### config.mk
export PLATFORM = sky130hd
export DESIGN_NAME = ieuTop
export DESIGN_NICKNAME = d
export VERILOG_FILES = /design/src/logic/ieu_pkg.sv /design/src/logic/stageReg.sv /design/src/logic/decoder.sv /design/src/logic/regFile.sv /design/src/logic/forwardUnit.sv /design/src/logic/alu.sv /design/src/logic/datapath.sv /design/src/logic/ieuTop.sv
export VERILOG_INCLUDE_DIRS = /design/src /design/src/include
export SDC_FILE = /design/constraint.sdc
export NUM_CORES = 2
export LEC_CHECK = 0
export ABC_AREA = 1
export ABC_CLOCK_PERIOD_IN_PS = 5400
export BUFFER_PORTS_ARGS = -buffer_cell sky130_fd_sc_hd__buf_2
export CELL_PAD_IN_SITES_DETAIL_PLACEMENT = 2
export CELL_PAD_IN_SITES_GLOBAL_PLACEMENT = 2
export CORE_MARGIN = 3
export CORE_UTILIZATION = 30
export CTS_CLUSTER_SIZE = 28
export DETAILED_ROUTE_END_ITERATION = 16
export PLACE_DENSITY_LB_ADDON = 0.1
export REMOVE_ABC_BUFFERS = 1
export SETUP_SLACK_MARGIN = 0.2
export SYNTH_ARGS = -nofsm -noshare
export SYNTH_HDL_FRONTEND = slang
export SYNTH_HIERARCHICAL = 1
export SYNTH_SLANG_ARGS = --single-unit
### constraint.sdc
create_clock -name clk -period 5.4 [get_ports clk]
set_input_delay 0.81 -clock clk [delete_from_list [all_inputs] [get_ports clk]]
set_output_delay 0.81 -clock clk [all_outputs]
set_load 0.05 [all_outputs]
### src/include/ieu_macros.svh
// Width and register-file size defines, included by every RTL file that sizes a bus
`ifndef IEU_MACROS_SVH
`define IEU_MACROS_SVH

////////////////////////////////////////////////////////////////////////////
// Datapath sizing
////////////////////////////////////////////////////////////////////////////

// Integer register and ALU width
`define XLEN 32

// Register index width for x0..x31
`define REG_ADDR_W 5

// Number of architectural integer registers
`define NREGS 32

`endif

### src/logic/ieu_pkg.sv
// Shared types and encodings of the integer pipeline; imported by decoder, ALU and datapath
`include "ieu_macros.svh"

package ieu_pkg;

  ////////////////////////////////////////////////////////////////////////////
  // ALU and immediate encodings
  ////////////////////////////////////////////////////////////////////////////

  // ALU function select with PASSB handing the immediate through for LUI
  typedef enum logic [3:0] {
    aluAdd,
    aluSub,
    aluAnd,
    aluOr,
    aluXor,
    aluSlt,                                     // Signed less than
    aluSltu,                                    // Unsigned less than
    aluSll,
    aluSrl,
    aluSra,
    aluPassB
  } aluOpT;

  // Immediate format of the decoded instruction
  typedef enum logic [1:0] {
    immI,                                       // Sign-extended imm[11:0]
    immShift,                                   // Shamt in imm[4:0], zero-extended
    immU                                        // imm[31:12] << 12
  } immSrcT;

  // Execute-stage control word, carried down the pipe by stageReg
  typedef struct packed {
    aluOpT                  aluOp;
    logic                   srcBImm;            // Operand B is the immediate
    logic                   valid;              // Stage holds a real instruction
    logic                   regWrite;           // Result goes to the register file
    logic [`REG_ADDR_W-1:0] rd;                 // Destination index
  } ctrlET;

  // Major opcodes of the supported subset
  localparam logic [6:0] opImm = 7'b0010011;   // ADDI, SLTI, ... SRAI
  localparam logic [6:0] opReg = 7'b0110011;   // R-type ALU
  localparam logic [6:0] opLui = 7'b0110111;

  // Operand bypass select
  localparam logic [1:0] fwdRf = 2'b00;        // Register file value
  localparam logic [1:0] fwdW  = 2'b01;        // Writeback result
  localparam logic [1:0] fwdM  = 2'b10;        // Memory stage result

endpackage

### src/logic/stageReg.sv
// Generic pipeline register; one instance per payload (control word, data, indices)
`timescale 1ns/1ps

module stageReg #(
  parameter type payloadT = logic
) (
  input  logic    clk, rst,
  input  logic    en,                            // Low holds the stage
  input  payloadT d,
  output payloadT q
);

  // Clears to zero, which also makes an invalid control word
  always_ff @(posedge clk) begin
    if (rst)     q <= '0;
    else if (en) q <= d;
  end

endmodule

### src/logic/decoder.sv
// Instruction decoder; turns one RV32I ALU instruction into control, indices and an immediate
`timescale 1ns/1ps
`include "ieu_macros.svh"

module decoder (
  input  logic [31:0]             instr,
  output logic [`REG_ADDR_W-1:0]  rs1, rs2, rd,     // Register indices
  output logic [`XLEN-1:0]        immExt,           // Extended immediate
  output ieu_pkg::aluOpT          aluOp,
  output logic                    srcBImm,          // B operand from immediate
  output logic                    regWrite,
  output logic                    legal             // Supported encoding
);
  import ieu_pkg::*;

  logic [6:0] opcode;
  logic [2:0] funct3;
  logic [6:0] funct7;
  immSrcT     immSrc;

  assign opcode = instr[6:0];
  assign funct3 = instr[14:12];
  assign funct7 = instr[31:25];

  ////////////////////////////////////////////////////////////////////////////
  // Main decode
  ////////////////////////////////////////////////////////////////////////////

  always_comb begin
    aluOp   = aluAdd;                            // Defaults describe a bubble
    srcBImm = 1'b0;
    immSrc  = immI;
    legal   = 1'b0;
    case (opcode)
      opReg: begin
        // Only SUB and SRA may set funct7[5]
        legal = (funct7 == 7'b0000000) ||
                (funct7 == 7'b0100000 && (funct3 == 3'b000 || funct3 == 3'b101));
        case (funct3)
          3'b000:  aluOp = funct7[5] ? aluSub : aluAdd;
          3'b001:  aluOp = aluSll;
          3'b010:  aluOp = aluSlt;
          3'b011:  aluOp = aluSltu;
          3'b100:  aluOp = aluXor;
          3'b101:  aluOp = funct7[5] ? aluSra : aluSrl;
          3'b110:  aluOp = aluOr;
          default: aluOp = aluAnd;
        endcase
      end
      opImm: begin
        srcBImm = 1'b1;
        legal   = 1'b1;
        case (funct3)
          3'b000:  aluOp = aluAdd;              // No SUBI in the ISA
          3'b010:  aluOp = aluSlt;
          3'b011:  aluOp = aluSltu;
          3'b100:  aluOp = aluXor;
          3'b110:  aluOp = aluOr;
          3'b111:  aluOp = aluAnd;
          3'b001: begin
            aluOp  = aluSll;
            immSrc = immShift;
            legal  = (funct7 == 7'b0000000);
          end
          default: begin                        // SRLI / SRAI
            aluOp  = funct7[5] ? aluSra : aluSrl;
            immSrc = immShift;
            legal  = (funct7 == 7'b0000000) || (funct7 == 7'b0100000);
          end
        endcase
      end
      opLui: begin
        aluOp   = aluPassB;
        srcBImm = 1'b1;
        immSrc  = immU;
        legal   = 1'b1;
      end
      default: legal = 1'b0;                   // Loads, branches, system etc
    endcase
  end

  // Unused source fields are forced to x0 so no bypass fires on them
  assign rs1      = (opcode == opLui) ? '0 : instr[19:15];
  assign rs2      = srcBImm ? '0 : instr[24:20];
  assign rd       = instr[11:7];
  assign regWrite = legal;

  // Immediate extension
  always_comb begin
    case (immSrc)
      immI:     immExt = `XLEN'(signed'(instr[31:20]));
      immShift: immExt = `XLEN'(instr[24:20]);
      immU:     immExt = `XLEN'(signed'({instr[31:12], 12'b0}));
      default:  immExt = '0;
    endcase
  end

endmodule

### src/logic/regFile.sv
// Two-read one-write integer register file with x0 at zero and write-through reads
`timescale 1ns/1ps
`include "ieu_macros.svh"

module regFile (
  input  logic                   clk, rst,
  input  logic                   we,                // Write enable from Writeback
  input  logic [`REG_ADDR_W-1:0] ra1, ra2, wa,
  input  logic [`XLEN-1:0]       wd,
  output logic [`XLEN-1:0]       rd1, rd2
);

  logic [`XLEN-1:0] regs [`NREGS];

  // Whole array cleared on reset
  always_ff @(posedge clk) begin
    if (rst) begin
      for (int i = 0; i < `NREGS; i++) regs[i] <= '0;
    end else if (we && wa != '0) begin          // Writes to x0 dropped
      regs[wa] <= wd;
    end
  end

  // x0 reads zero and a same-cycle write is bypassed to the read port
  always_comb begin
    if (ra1 == '0)              rd1 = '0;
    else if (we && wa == ra1)   rd1 = wd;
    else                        rd1 = regs[ra1];
  end

  always_comb begin
    if (ra2 == '0)              rd2 = '0;
    else if (we && wa == ra2)   rd2 = wd;
    else                        rd2 = regs[ra2];
  end

endmodule

### src/logic/forwardUnit.sv
// Hazard bypass select for the two Execute operands; Memory results win over Writeback
`timescale 1ns/1ps
`include "ieu_macros.svh"

module forwardUnit (
  input  logic [`REG_ADDR_W-1:0] rs1E, rs2E,       // Execute sources
  input  logic [`REG_ADDR_W-1:0] rdM, rdW,         // Producer destinations
  input  logic                   regWriteM, regWriteW,
  output logic [1:0]             forwardA, forwardB
);
  import ieu_pkg::*;

  // Youngest producer wins and x0 is never a producer
  function automatic logic [1:0] pickSrc(input logic [`REG_ADDR_W-1:0] rs);
    logic [1:0] sel;
    sel = fwdRf;
    if (rs != '0) begin
      if (regWriteM && rdM == rs)      sel = fwdM;
      else if (regWriteW && rdW == rs) sel = fwdW;
    end
    return sel;
  endfunction

  assign forwardA = pickSrc(rs1E);
  assign forwardB = pickSrc(rs2E);               // rs2E is x0 for immediate forms

endmodule

### src/logic/alu.sv
// Integer ALU of the Execute stage; add/sub, logic, compares, shifts and pass-B for LUI
`timescale 1ns/1ps
`include "ieu_macros.svh"

module alu (
  input  logic [`XLEN-1:0] a, b,
  input  ieu_pkg::aluOpT   aluOp,
  output logic [`XLEN-1:0] result
);
  import ieu_pkg::*;

  localparam int shamtW = $clog2(`XLEN);

  logic [shamtW-1:0] shamt;
  logic [`XLEN-1:0]  sum, diff;
  logic              ltSigned, ltUnsigned;

  assign shamt = b[shamtW-1:0];                  // Low 5 bits only

  ////////////////////////////////////////////////////////////////////////////
  // Arithmetic and compare
  ////////////////////////////////////////////////////////////////////////////

  assign sum  = a + b;
  assign diff = a - b;

  assign ltSigned   = $signed(a) < $signed(b);
  assign ltUnsigned = a < b;

  ////////////////////////////////////////////////////////////////////////////
  // Result select
  ////////////////////////////////////////////////////////////////////////////

  always_comb begin
    case (aluOp)
      aluAdd:   result = sum;
      aluSub:   result = diff;
      aluAnd:   result = a & b;
      aluOr:    result = a | b;
      aluXor:   result = a ^ b;
      aluSlt:   result = `XLEN'(ltSigned);
      aluSltu:  result = `XLEN'(ltUnsigned);
      aluSll:   result = a << shamt;
      aluSrl:   result = a >> shamt;
      aluSra:   result = $unsigned($signed(a) >>> shamt);
      aluPassB: result = b;                       // LUI immediate
      default:  result = '0;
    endcase
  end

endmodule

### src/logic/datapath.sv
// Execute, Memory and Writeback stages with pipe registers, operand bypass and the ALU
`timescale 1ns/1ps
`include "ieu_macros.svh"

module datapath (
  input  logic                   clk, rst,
  input  logic                   stall,            // Freezes every stage
  input  logic                   validD,           // Decode holds an accepted instruction
  input  ieu_pkg::ctrlET         ctrlD,
  input  logic [`REG_ADDR_W-1:0] rs1D, rs2D,
  input  logic [`XLEN-1:0]       R1D, R2D,         // Register file read data
  input  logic [`XLEN-1:0]       immExtD,
  input  logic [1:0]             forwardA, forwardB,
  output logic [`REG_ADDR_W-1:0] rs1E, rs2E,
  output logic [`REG_ADDR_W-1:0] rdM, rdW,
  output logic                   regWriteM,
  output logic                   regWriteW,        // Also the register file write enable
  output logic [`XLEN-1:0]       resultW,
  output logic                   wbValid
);
  import ieu_pkg::*;

  logic             stageEn;
  ctrlET            ctrlIn, ctrlE, ctrlM, ctrlW;
  logic [`XLEN-1:0] R1E, R2E, immExtE;
  logic [`XLEN-1:0] srcAE, fwdBE, srcBE;
  logic [`XLEN-1:0] aluResultE, resultM;

  assign stageEn = ~stall;

  // Rejected or illegal slots enter Execute as all-zero bubbles
  assign ctrlIn = validD ? ctrlD : '0;

  ////////////////////////////////////////////////////////////////////////////
  // D/E register
  ////////////////////////////////////////////////////////////////////////////

  stageReg #(.payloadT(ctrlET)) ctrlEReg (
    .clk, .rst, .en(stageEn), .d(ctrlIn), .q(ctrlE));
  stageReg #(.payloadT(logic [`XLEN-1:0])) r1EReg (
    .clk, .rst, .en(stageEn), .d(R1D), .q(R1E));
  stageReg #(.payloadT(logic [`XLEN-1:0])) r2EReg (
    .clk, .rst, .en(stageEn), .d(R2D), .q(R2E));
  stageReg #(.payloadT(logic [`XLEN-1:0])) immEReg (
    .clk, .rst, .en(stageEn), .d(immExtD), .q(immExtE));
  stageReg #(.payloadT(logic [`REG_ADDR_W-1:0])) rs1EReg (
    .clk, .rst, .en(stageEn), .d(rs1D), .q(rs1E));
  stageReg #(.payloadT(logic [`REG_ADDR_W-1:0])) rs2EReg (
    .clk, .rst, .en(stageEn), .d(rs2D), .q(rs2E));

  ////////////////////////////////////////////////////////////////////////////
  // Execute
  ////////////////////////////////////////////////////////////////////////////

  // Operand bypass muxes
  always_comb begin
    case (forwardA)
      fwdM:    srcAE = resultM;                  // Distance 1
      fwdW:    srcAE = resultW;                  // Distance 2
      default: srcAE = R1E;
    endcase
    case (forwardB)
      fwdM:    fwdBE = resultM;
      fwdW:    fwdBE = resultW;
      default: fwdBE = R2E;
    endcase
  end

  assign srcBE = ctrlE.srcBImm ? immExtE : fwdBE; // Immediate forms and LUI

  alu aluE (.a(srcAE), .b(srcBE), .aluOp(ctrlE.aluOp), .result(aluResultE));

  ////////////////////////////////////////////////////////////////////////////
  // E/M and M/W registers
  ////////////////////////////////////////////////////////////////////////////

  stageReg #(.payloadT(ctrlET)) ctrlMReg (
    .clk, .rst, .en(stageEn), .d(ctrlE), .q(ctrlM));
  stageReg #(.payloadT(logic [`XLEN-1:0])) resultMReg (
    .clk, .rst, .en(stageEn), .d(aluResultE), .q(resultM));

  // No load unit in Memory so the ALU result goes straight on
  stageReg #(.payloadT(ctrlET)) ctrlWReg (
    .clk, .rst, .en(stageEn), .d(ctrlM), .q(ctrlW));
  stageReg #(.payloadT(logic [`XLEN-1:0])) resultWReg (
    .clk, .rst, .en(stageEn), .d(resultM), .q(resultW));

  ////////////////////////////////////////////////////////////////////////////
  // Producer info and Writeback
  ////////////////////////////////////////////////////////////////////////////

  assign rdM       = ctrlM.rd;
  assign regWriteM = ctrlM.regWrite;             // Already qualified by valid
  assign rdW       = ctrlW.rd;

  // A held Writeback neither writes nor reports, so each result appears once
  assign regWriteW = ctrlW.regWrite & ~stall;
  assign wbValid   = ctrlW.valid & ~stall;

endmodule

### src/logic/ieuTop.sv
// Top of the integer pipeline; wires decoder, register file, bypass logic and datapath
`timescale 1ns/1ps
`include "ieu_macros.svh"

module ieuTop (
  input  logic                   clk, rst,
  input  logic [31:0]            instr,
  input  logic                   instrValid,
  input  logic                   stall,            // Global back-pressure
  output logic                   wbValid,
  output logic [`REG_ADDR_W-1:0] wbRd,
  output logic [`XLEN-1:0]       wbData
);
  import ieu_pkg::*;

  logic [`REG_ADDR_W-1:0] rs1D, rs2D, rdD;
  logic [`REG_ADDR_W-1:0] rs1E, rs2E, rdM, rdW;
  logic [`XLEN-1:0]       immExtD, R1D, R2D, resultW;
  aluOpT                  aluOpD;
  logic                   srcBImmD, regWriteD, legalD, validD;
  logic                   regWriteM, regWriteW;
  logic [1:0]             forwardA, forwardB;
  ctrlET                  ctrlD;

  ////////////////////////////////////////////////////////////////////////////
  // Decode
  ////////////////////////////////////////////////////////////////////////////

  decoder dec (
    .instr, .rs1(rs1D), .rs2(rs2D), .rd(rdD), .immExt(immExtD),
    .aluOp(aluOpD), .srcBImm(srcBImmD), .regWrite(regWriteD), .legal(legalD));

  regFile rf (
    .clk, .rst, .we(regWriteW), .ra1(rs1D), .ra2(rs2D), .wa(rdW),
    .wd(resultW), .rd1(R1D), .rd2(R2D));

  assign validD = instrValid & legalD;           // Illegal opcodes become bubbles

  // Decoded control word that the datapath zeroes for a bubble
  assign ctrlD = '{aluOp: aluOpD, srcBImm: srcBImmD, valid: legalD,
                   regWrite: regWriteD, rd: rdD};

  ////////////////////////////////////////////////////////////////////////////
  // Execute through Writeback
  ////////////////////////////////////////////////////////////////////////////

  forwardUnit fwd (
    .rs1E, .rs2E, .rdM, .rdW, .regWriteM, .regWriteW, .forwardA, .forwardB);

  datapath dp (
    .clk, .rst, .stall, .validD, .ctrlD, .rs1D, .rs2D, .R1D, .R2D, .immExtD,
    .forwardA, .forwardB, .rs1E, .rs2E, .rdM, .rdW, .regWriteM, .regWriteW,
    .resultW, .wbValid);

  assign wbRd   = rdW;
  assign wbData = resultW;                       // Reported even for rd = x0

endmodule

After elaboration in Yosys (flattened, before gate mapping)
Memories as Yosys holds them, arrays and structs flattened.
Index checks and enable logic that the tools add are counted.

word-level totals
  register bits = 196
  bits in writable memories = 1024
  output and inout port bits = 38
  word-level logic and storage cells = 125
  memories = 1

memory list
  name     depth  width  rd ports  clocked after memory_dff  wr ports  RTL line       source
  rf.regs  32     32     2         0                         32        regFile.sv:13  logic [`XLEN-1:0] regs [`NREGS];

operators by class
  add/sub/neg operators = 2
  order comparisons = 2
  equal/unequal tests = 33
  shifts and indexed selects = 3
  muxes and demuxes = 36
  bitwise logic cells = 7
  reductions and logical operators = 23

operator list
  kind                  count
  $pmux W32 S11         1
  $mux W32              6
  $pmux W32 S2          2
  $pmux W32 S3          1
  $lt A32 B32 Y1        2
  $pmux W4 S7           2
  $add A32 B32 Y32      1
  $and A32 B32 Y32      1
  $or A32 B32 Y32       1
  $reduce_or A32 Y1     1
  $shl A32 B5 Y32       1
  $shr A32 B5 Y32       1
  $sshr A32 B5 Y32      1
  $sub A32 B32 Y32      1
  $xor A32 B32 Y32      1
  $eq A5 B5 Y1          6
  $eq A7 B6 Y1 const B  3
  $eq A4 B3 Y1 const B  4
  $mux W5               3
  $reduce_bool A5 Y1    3
  $eq A3 B3 Y1 const B  4
  $eq A4 B4 Y1 const B  3
  $mux W1               12
  $mux W12              1
  other kinds (23)      44

Logic depth before layout (Yosys ltp)
  depth after elaboration = 11
  gate-level depth with buffers = 39
  mapped depth without buffers = 34

Modules after synthesis
The synthesis kept the hierarchy.

modules (own cells, without submodules)
  module                       times used  cells each  area an instance (um2)
  regFile                      1           7432        59070.4
  alu                          1           2137        10237.3
  stageReg at dp.immEReg ...   5           203         1338.8
  datapath                     1           521         2238.4
  stageReg at dp.ctrlEReg ...  3           76          496.7
  decoder                      1           132         747.0
  forwardUnit                  1           107         434.2
  stageReg at dp.rs1EReg ...   2           32          209.0
  ieuTop                       1           2           7.5

Worst setup path before layout
No wires, ideal clock.

  path kind = in2reg
  start point = input stall
  end point = register dp/resultMReg/q[0] in the netlist's numbering
  arrival = 4.381 ns
  data required time = 5.287 ns
  setup slack = 0.907 ns
  stages = 36
  cell sequence = nor2_1 inv_1 a21oi_1 nand2_1 nor2_2 nand2_1 nor2_1 inv_1 ha_1 buf_6 clkinv_4 buf_6 nand3_2 nand2_1 nand2_1 buf_2 inv_2 clkbuf_1 ha_1 clkbuf_2 inv_1 nand2_1 nand3_1 nand3_1 nand2_1 nand2_1 nand2_1 nand2_1 nand2_1 nor2_1 nor2_1 nand2_1 inv_1 nand2_1 nand2_1 nor2_1

on the way
  word-level cells in the longest chain between the ends = 11

RTL lines
  item                                          RTL line           source
  start, declared                               ieuTop.sv:9        input logic stall,
  $not A1 Y1 *                                  datapath.sv:97     assign regWriteW = ctrlW.regWrite & ~stall;
  $and A1 B1 Y1 *                               datapath.sv:97
  $logic_and A1 B1 Y1 *                         forwardUnit.sv:19  else if (regWriteW && rdW == rs) sel = fwdW;
  $mux W1 *                                     forwardUnit.sv:19
  $mux W2 *                                     forwardUnit.sv:18  if (regWriteM && rdM == rs) sel = fwdM;
  $mux W2 *                                     forwardUnit.sv:17  if (rs != '0) begin
  named net forwardB[0]                         ieuTop.sv:22       logic [1:0] forwardA, forwardB;
  $eq A2 B1 Y1 or $eq A2 B2 Y1 (tied branches)  datapath.sv:62     case (forwardB)
  $pmux W32 S2 *                                datapath.sv:62
  $mux W32 *                                    datapath.sv:69     assign srcBE = ctrlE.srcBImm ? immExtE : fwdBE;
  named net dp.srcBE[3]                         datapath.sv:26     logic [`XLEN-1:0] srcAE, fwdBE, srcBE;
  $lt A32 B32 Y1, or another cell as far along  alu.sv:28          assign ltUnsigned = a < b;
  $pmux W32 S11 *                               alu.sv:35          case (aluOp)
  named net dp.aluResultE[0]                    datapath.sv:27     logic [`XLEN-1:0] aluResultE, resultM;
  end signal, assigned                          stageReg.sv:15     if (rst) q <= '0;
  end signal, assigned                          stageReg.sv:16     else if (en) q <= d;
  end, declared                                 stageReg.sv:10     output payloadT q

The timed path passes the listed nets; every way through them passes the cells marked *.
A chain may end at the register's enable or synchronous reset.

Worst setup path after layout
  start point = register dp/ctrlWReg/q[5] in the netlist's numbering
  end point = register dp/resultMReg/q[26] in the netlist's numbering

on the way
  word-level cells in the longest chain between the ends = 10

RTL lines
  item                                                  RTL line              source
  start, declared                                       stageReg.sv:10
  start signal, assigned                                stageReg.sv:15
  start signal, assigned                                stageReg.sv:16
  $and A1 B1 Y1 *                                       datapath.sv:97
  named net regWriteW                                   ieuTop.sv:21          logic regWriteM, regWriteW;
  $logic_and A1 B1 Y1 *                                 forwardUnit.sv:19
  $mux W1 *                                             forwardUnit.sv:19
  $mux W2 *                                             forwardUnit.sv:18
  $mux W2 *                                             forwardUnit.sv:17
  named net forwardB[0]                                 ieuTop.sv:22
  $eq A2 B1 Y1 or $eq A2 B2 Y1 (tied branches)          datapath.sv:62
  $pmux W32 S2 *                                        datapath.sv:62
  $mux W32 *                                            datapath.sv:69
  named net dp.srcBE[17]                                datapath.sv:26
  $sub A32 B32 Y32 or $add A32 B32 Y32 (tied branches)  alu.sv:25, alu.sv:24
  $pmux W32 S11 *                                       alu.sv:35
  named net dp.aluResultE[26]                           datapath.sv:27

Marks and branches as above.

==> results.sh <==
export IMPL_status="completed"
export IMPL_vias=84500
export IMPL_slew_headroom_pct=12.8
export IMPL_ant_nets=0
export IMPL_fin_total_pwr_mw=29.0
export IMPL_viasPerCell=5.47
export IMPL_start_util_pct=30.2
export IMPL_min_from="instr[10]"
export IMPL_syn_area_sq_um=80900
export IMPL_holdPathEnd="dp/ctrlEReg/q[3]"
export IMPL_crit_path_frequent_cell="nand2_1"
export IMPL_hold_depth=7
export IMPL_gr_usage_all_layers_pct=32.5
export IMPL_grt_first_pass_wirelength_um=655000
export IMPL_cts_tree="done"
export IMPL_first_pass_iters=6
export IMPL_drive_gt1_share_pct=12.0
export IMPL_grt_pass1_vias=88700
export IMPL_clockBufferDepth=4
export IMPL_fmax_mhz=201
export IMPL_synth_avg_cell_area_sq_um=6.99
export IMPL_cap_viol_max_count=0
export IMPL_clock_latency_ns=0.88
export IMPL_cts_sinks=1220
export IMPL_rr_endpoint="dp/resultMReg/q[26]"
export IMPL_worstPathArrival_ns=5.73
export IMPL_vdd_drop_max_uv=284
export IMPL_wire_per_inst_um=29.9
export IMPL_r2r_start="dp/ctrlWReg/q[5]"
export IMPL_clkTransAtPathRegs_ns=0.06
export IMPL_row_count=190
export IMPL_nets=11900
export IMPL_rr_worst_depth=30
export IMPL_worstSetupStartpointType="flip-flop"
export IMPL_die_h_um=525
export IMPL_final_setup_skew_ns=0.107
export IMPL_fin_crit_sh_pct=92.0
export IMPL_syn_to_final_growth_pct=15.7
export IMPL_cts_htree_levels=4
export IMPL_hold_violations=0
export IMPL_finalWorstSetupSlack_ns=0.431
export IMPL_cp_max_fo=14
export IMPL_portBuffers=73
export IMPL_power_density_nw_per_um2=309
export IMPL_numCtsBuffers=171
export IMPL_cp_slowest_cell="a21oi_1"
export IMPL_totalWireLength_um=462000
export IMPL_core_area_sq_um=268000
export IMPL_worst_pin_slew_ns=1.30
export IMPL_grt_max_degree=164
export IMPL_drt_iter0_drc=7651
export IMPL_gp_congestion=0.938
export IMPL_p_leak_nw=41.2
export IMPL_rsz0062_at_grt="true"
export IMPL_ios=74
export IMPL_max_stage_delay_ns=0.50
export IMPL_grt_overflow=0
export IMPL_reg2reg_slack_ns=0.43
export IMPL_hp_class="input pin to flip-flop"
export IMPL_die_x_um=525
export IMPL_finalCriticalPeriod_ns=4.97
export IMPL_yosys_warnings=6
export IMPL_cts_root_buf="clkbuf_16"
export IMPL_grt_antenna_before_repair=22
export IMPL_dieArea_sq_um=276000
export IMPL_postCtsSetupBuffers=0
export IMPL_report_final_slew_viol_count=0
export IMPL_endpoint_kind="flip-flop"
export IMPL_cp_required_ns=6.16
export IMPL_syn_inst=11600
export IMPL_dp_hpwl_um=321000
export IMPL_drcViolationCount=0
export IMPL_preCtsSetupSlack_ns=-0.144
export IMPL_setup_violations=0
export IMPL_critPathKind="flip-flop to flip-flop"
what timing repair did:
action	4_1_cts	5_1_grt
setup endpoints to repair	0	32
hold buffers	0	0
resized for setup	0	14
flip-flops by register name, indices dropped and copies added (netlist names):
signal / cells
dp/immEReg/q: 32
dp/ctrlWReg/q: 7
dp/resultWReg/q: 32
dp/rs2EReg/q: 5
dp/ctrlMReg/q: 7
dp/rs1EReg/q: 5
dp/ctrlEReg/q: 12
dp/r2EReg/q: 32
rf/regs: 1024
dp/r1EReg/q: 32
dp/resultMReg/q: 32
final cells by class:
cell class                      count  area, sq um
Clock buffer                      238         4840
Antenna cell                        7         17.5
Clock inverter                     56          385
Sequential cell                  1220        34700
Inverter                         1242         4710
Tap cell                         3552         4440
Multi-Input combinational cell   8307        37500
Fill cell                       31700       174000
Timing Repair Buffer              819         7120
per-stage QoR:
stage,setup TNS (ns),hold WS (ns),cells,util [%],area [sq um]
6_report,0,0.316,15400,34.9,93700
3_3_place_gp,-0.268,0.457,15100,33.0,88400
5_1_grt,0,0.328,15400,34.9,93600
2_1_floorplan,-2829.62,0.449,10800,-,76500
3_5_place_dp,-0.833,0.472,15100,33.0,88400
4_1_cts,0,0.258,15400,34.9,93600
layout by cell type, fill, tap and decap left out, types with 7 or more instances in the layout:
| master | count |
|---|---|
| nand2_2 | 64 |
| clkbuf_1 | 43 |
| or2_2 | 51 |
| or2_1 | 8 |
| nand2_1 | 3312 |
| and2_1 | 13 |
| dfxtp_1 | 193 |
| o21ai_1 | 9 |
| nand3_2 | 13 |
| buf_12 | 92 |
| nor2_1 | 1809 |
| o211ai_1 | 221 |
| o21bai_1 | 11 |
| inv_1 | 1207 |
| diode_2 | 7 |
| clkinv_2 | 19 |
| a21oi_1 | 377 |
| edfxtp_1 | 1024 |
| conb_1 | 32 |
| clkinv_1 | 32 |
| ha_1 | 98 |
| clkbuf_16 | 178 |
| o21ai_0 | 452 |
| clkbuf_8 | 16 |
| o21ai_2 | 21 |
| nand2_4 | 9 |
| inv_2 | 20 |
| nand3_1 | 1488 |
| nand4_1 | 28 |
| nor3_1 | 41 |
| nand3b_1 | 8 |
| nor2_2 | 160 |
| buf_2 | 72 |
| nor2_4 | 22 |
| buf_4 | 654 |
| o22ai_1 | 20 |
worst max-delay path: cells and delay by family (launching register included):
family          cells  cell delay [ns]
simple gates       17             1.83
compound gates      4             1.07
fa+ha+maj           2             0.86
buf+inv             7             0.76
flops               1             0.33
report_power, final:
group	switching, mW	total (mW)	internal [mW]
Sequential	0.349	10.9	10.6
Combinational	5.01	7.00	1.99
Clock	4.62	11.0	6.40
Total	9.98	29.0	19.0
routing by layer:
metal / track usage, % / wire length [um] / part of all wire [%] / vias to the layer above
li1: - / - / - / 37400
met1: 43.8 / 206000 / 44 / 44000
met2: 53.3 / 213000 / 46 / 2492
met3: 3.60 / 24100 / 5.2 / 700
met4: 12.3 / 19200 / 4.2 / 6
met5: 0 / 37 / 0.0080 / -
worst max path at each step:
stage,from,to,slack (ns),cells past startpoint
after detailed placement,stall,dp/resultMReg/q[26],-0.14,30
final,dp/ctrlWReg/q[5],dp/resultMReg/q[26],0.43,30
after floorplan,instr[4],dp/r1EReg/q[29],-45.47,14
after global placement,stall,dp/resultMReg/q[26],-0.10,30
after CTS,dp/ctrlWReg/q[1],dp/resultMReg/q[9],0.23,30
after global routing,dp/ctrlWReg/q[5],dp/resultMReg/q[19],0.16,31
No activity file was read; power rests on OpenSTA's default activity.
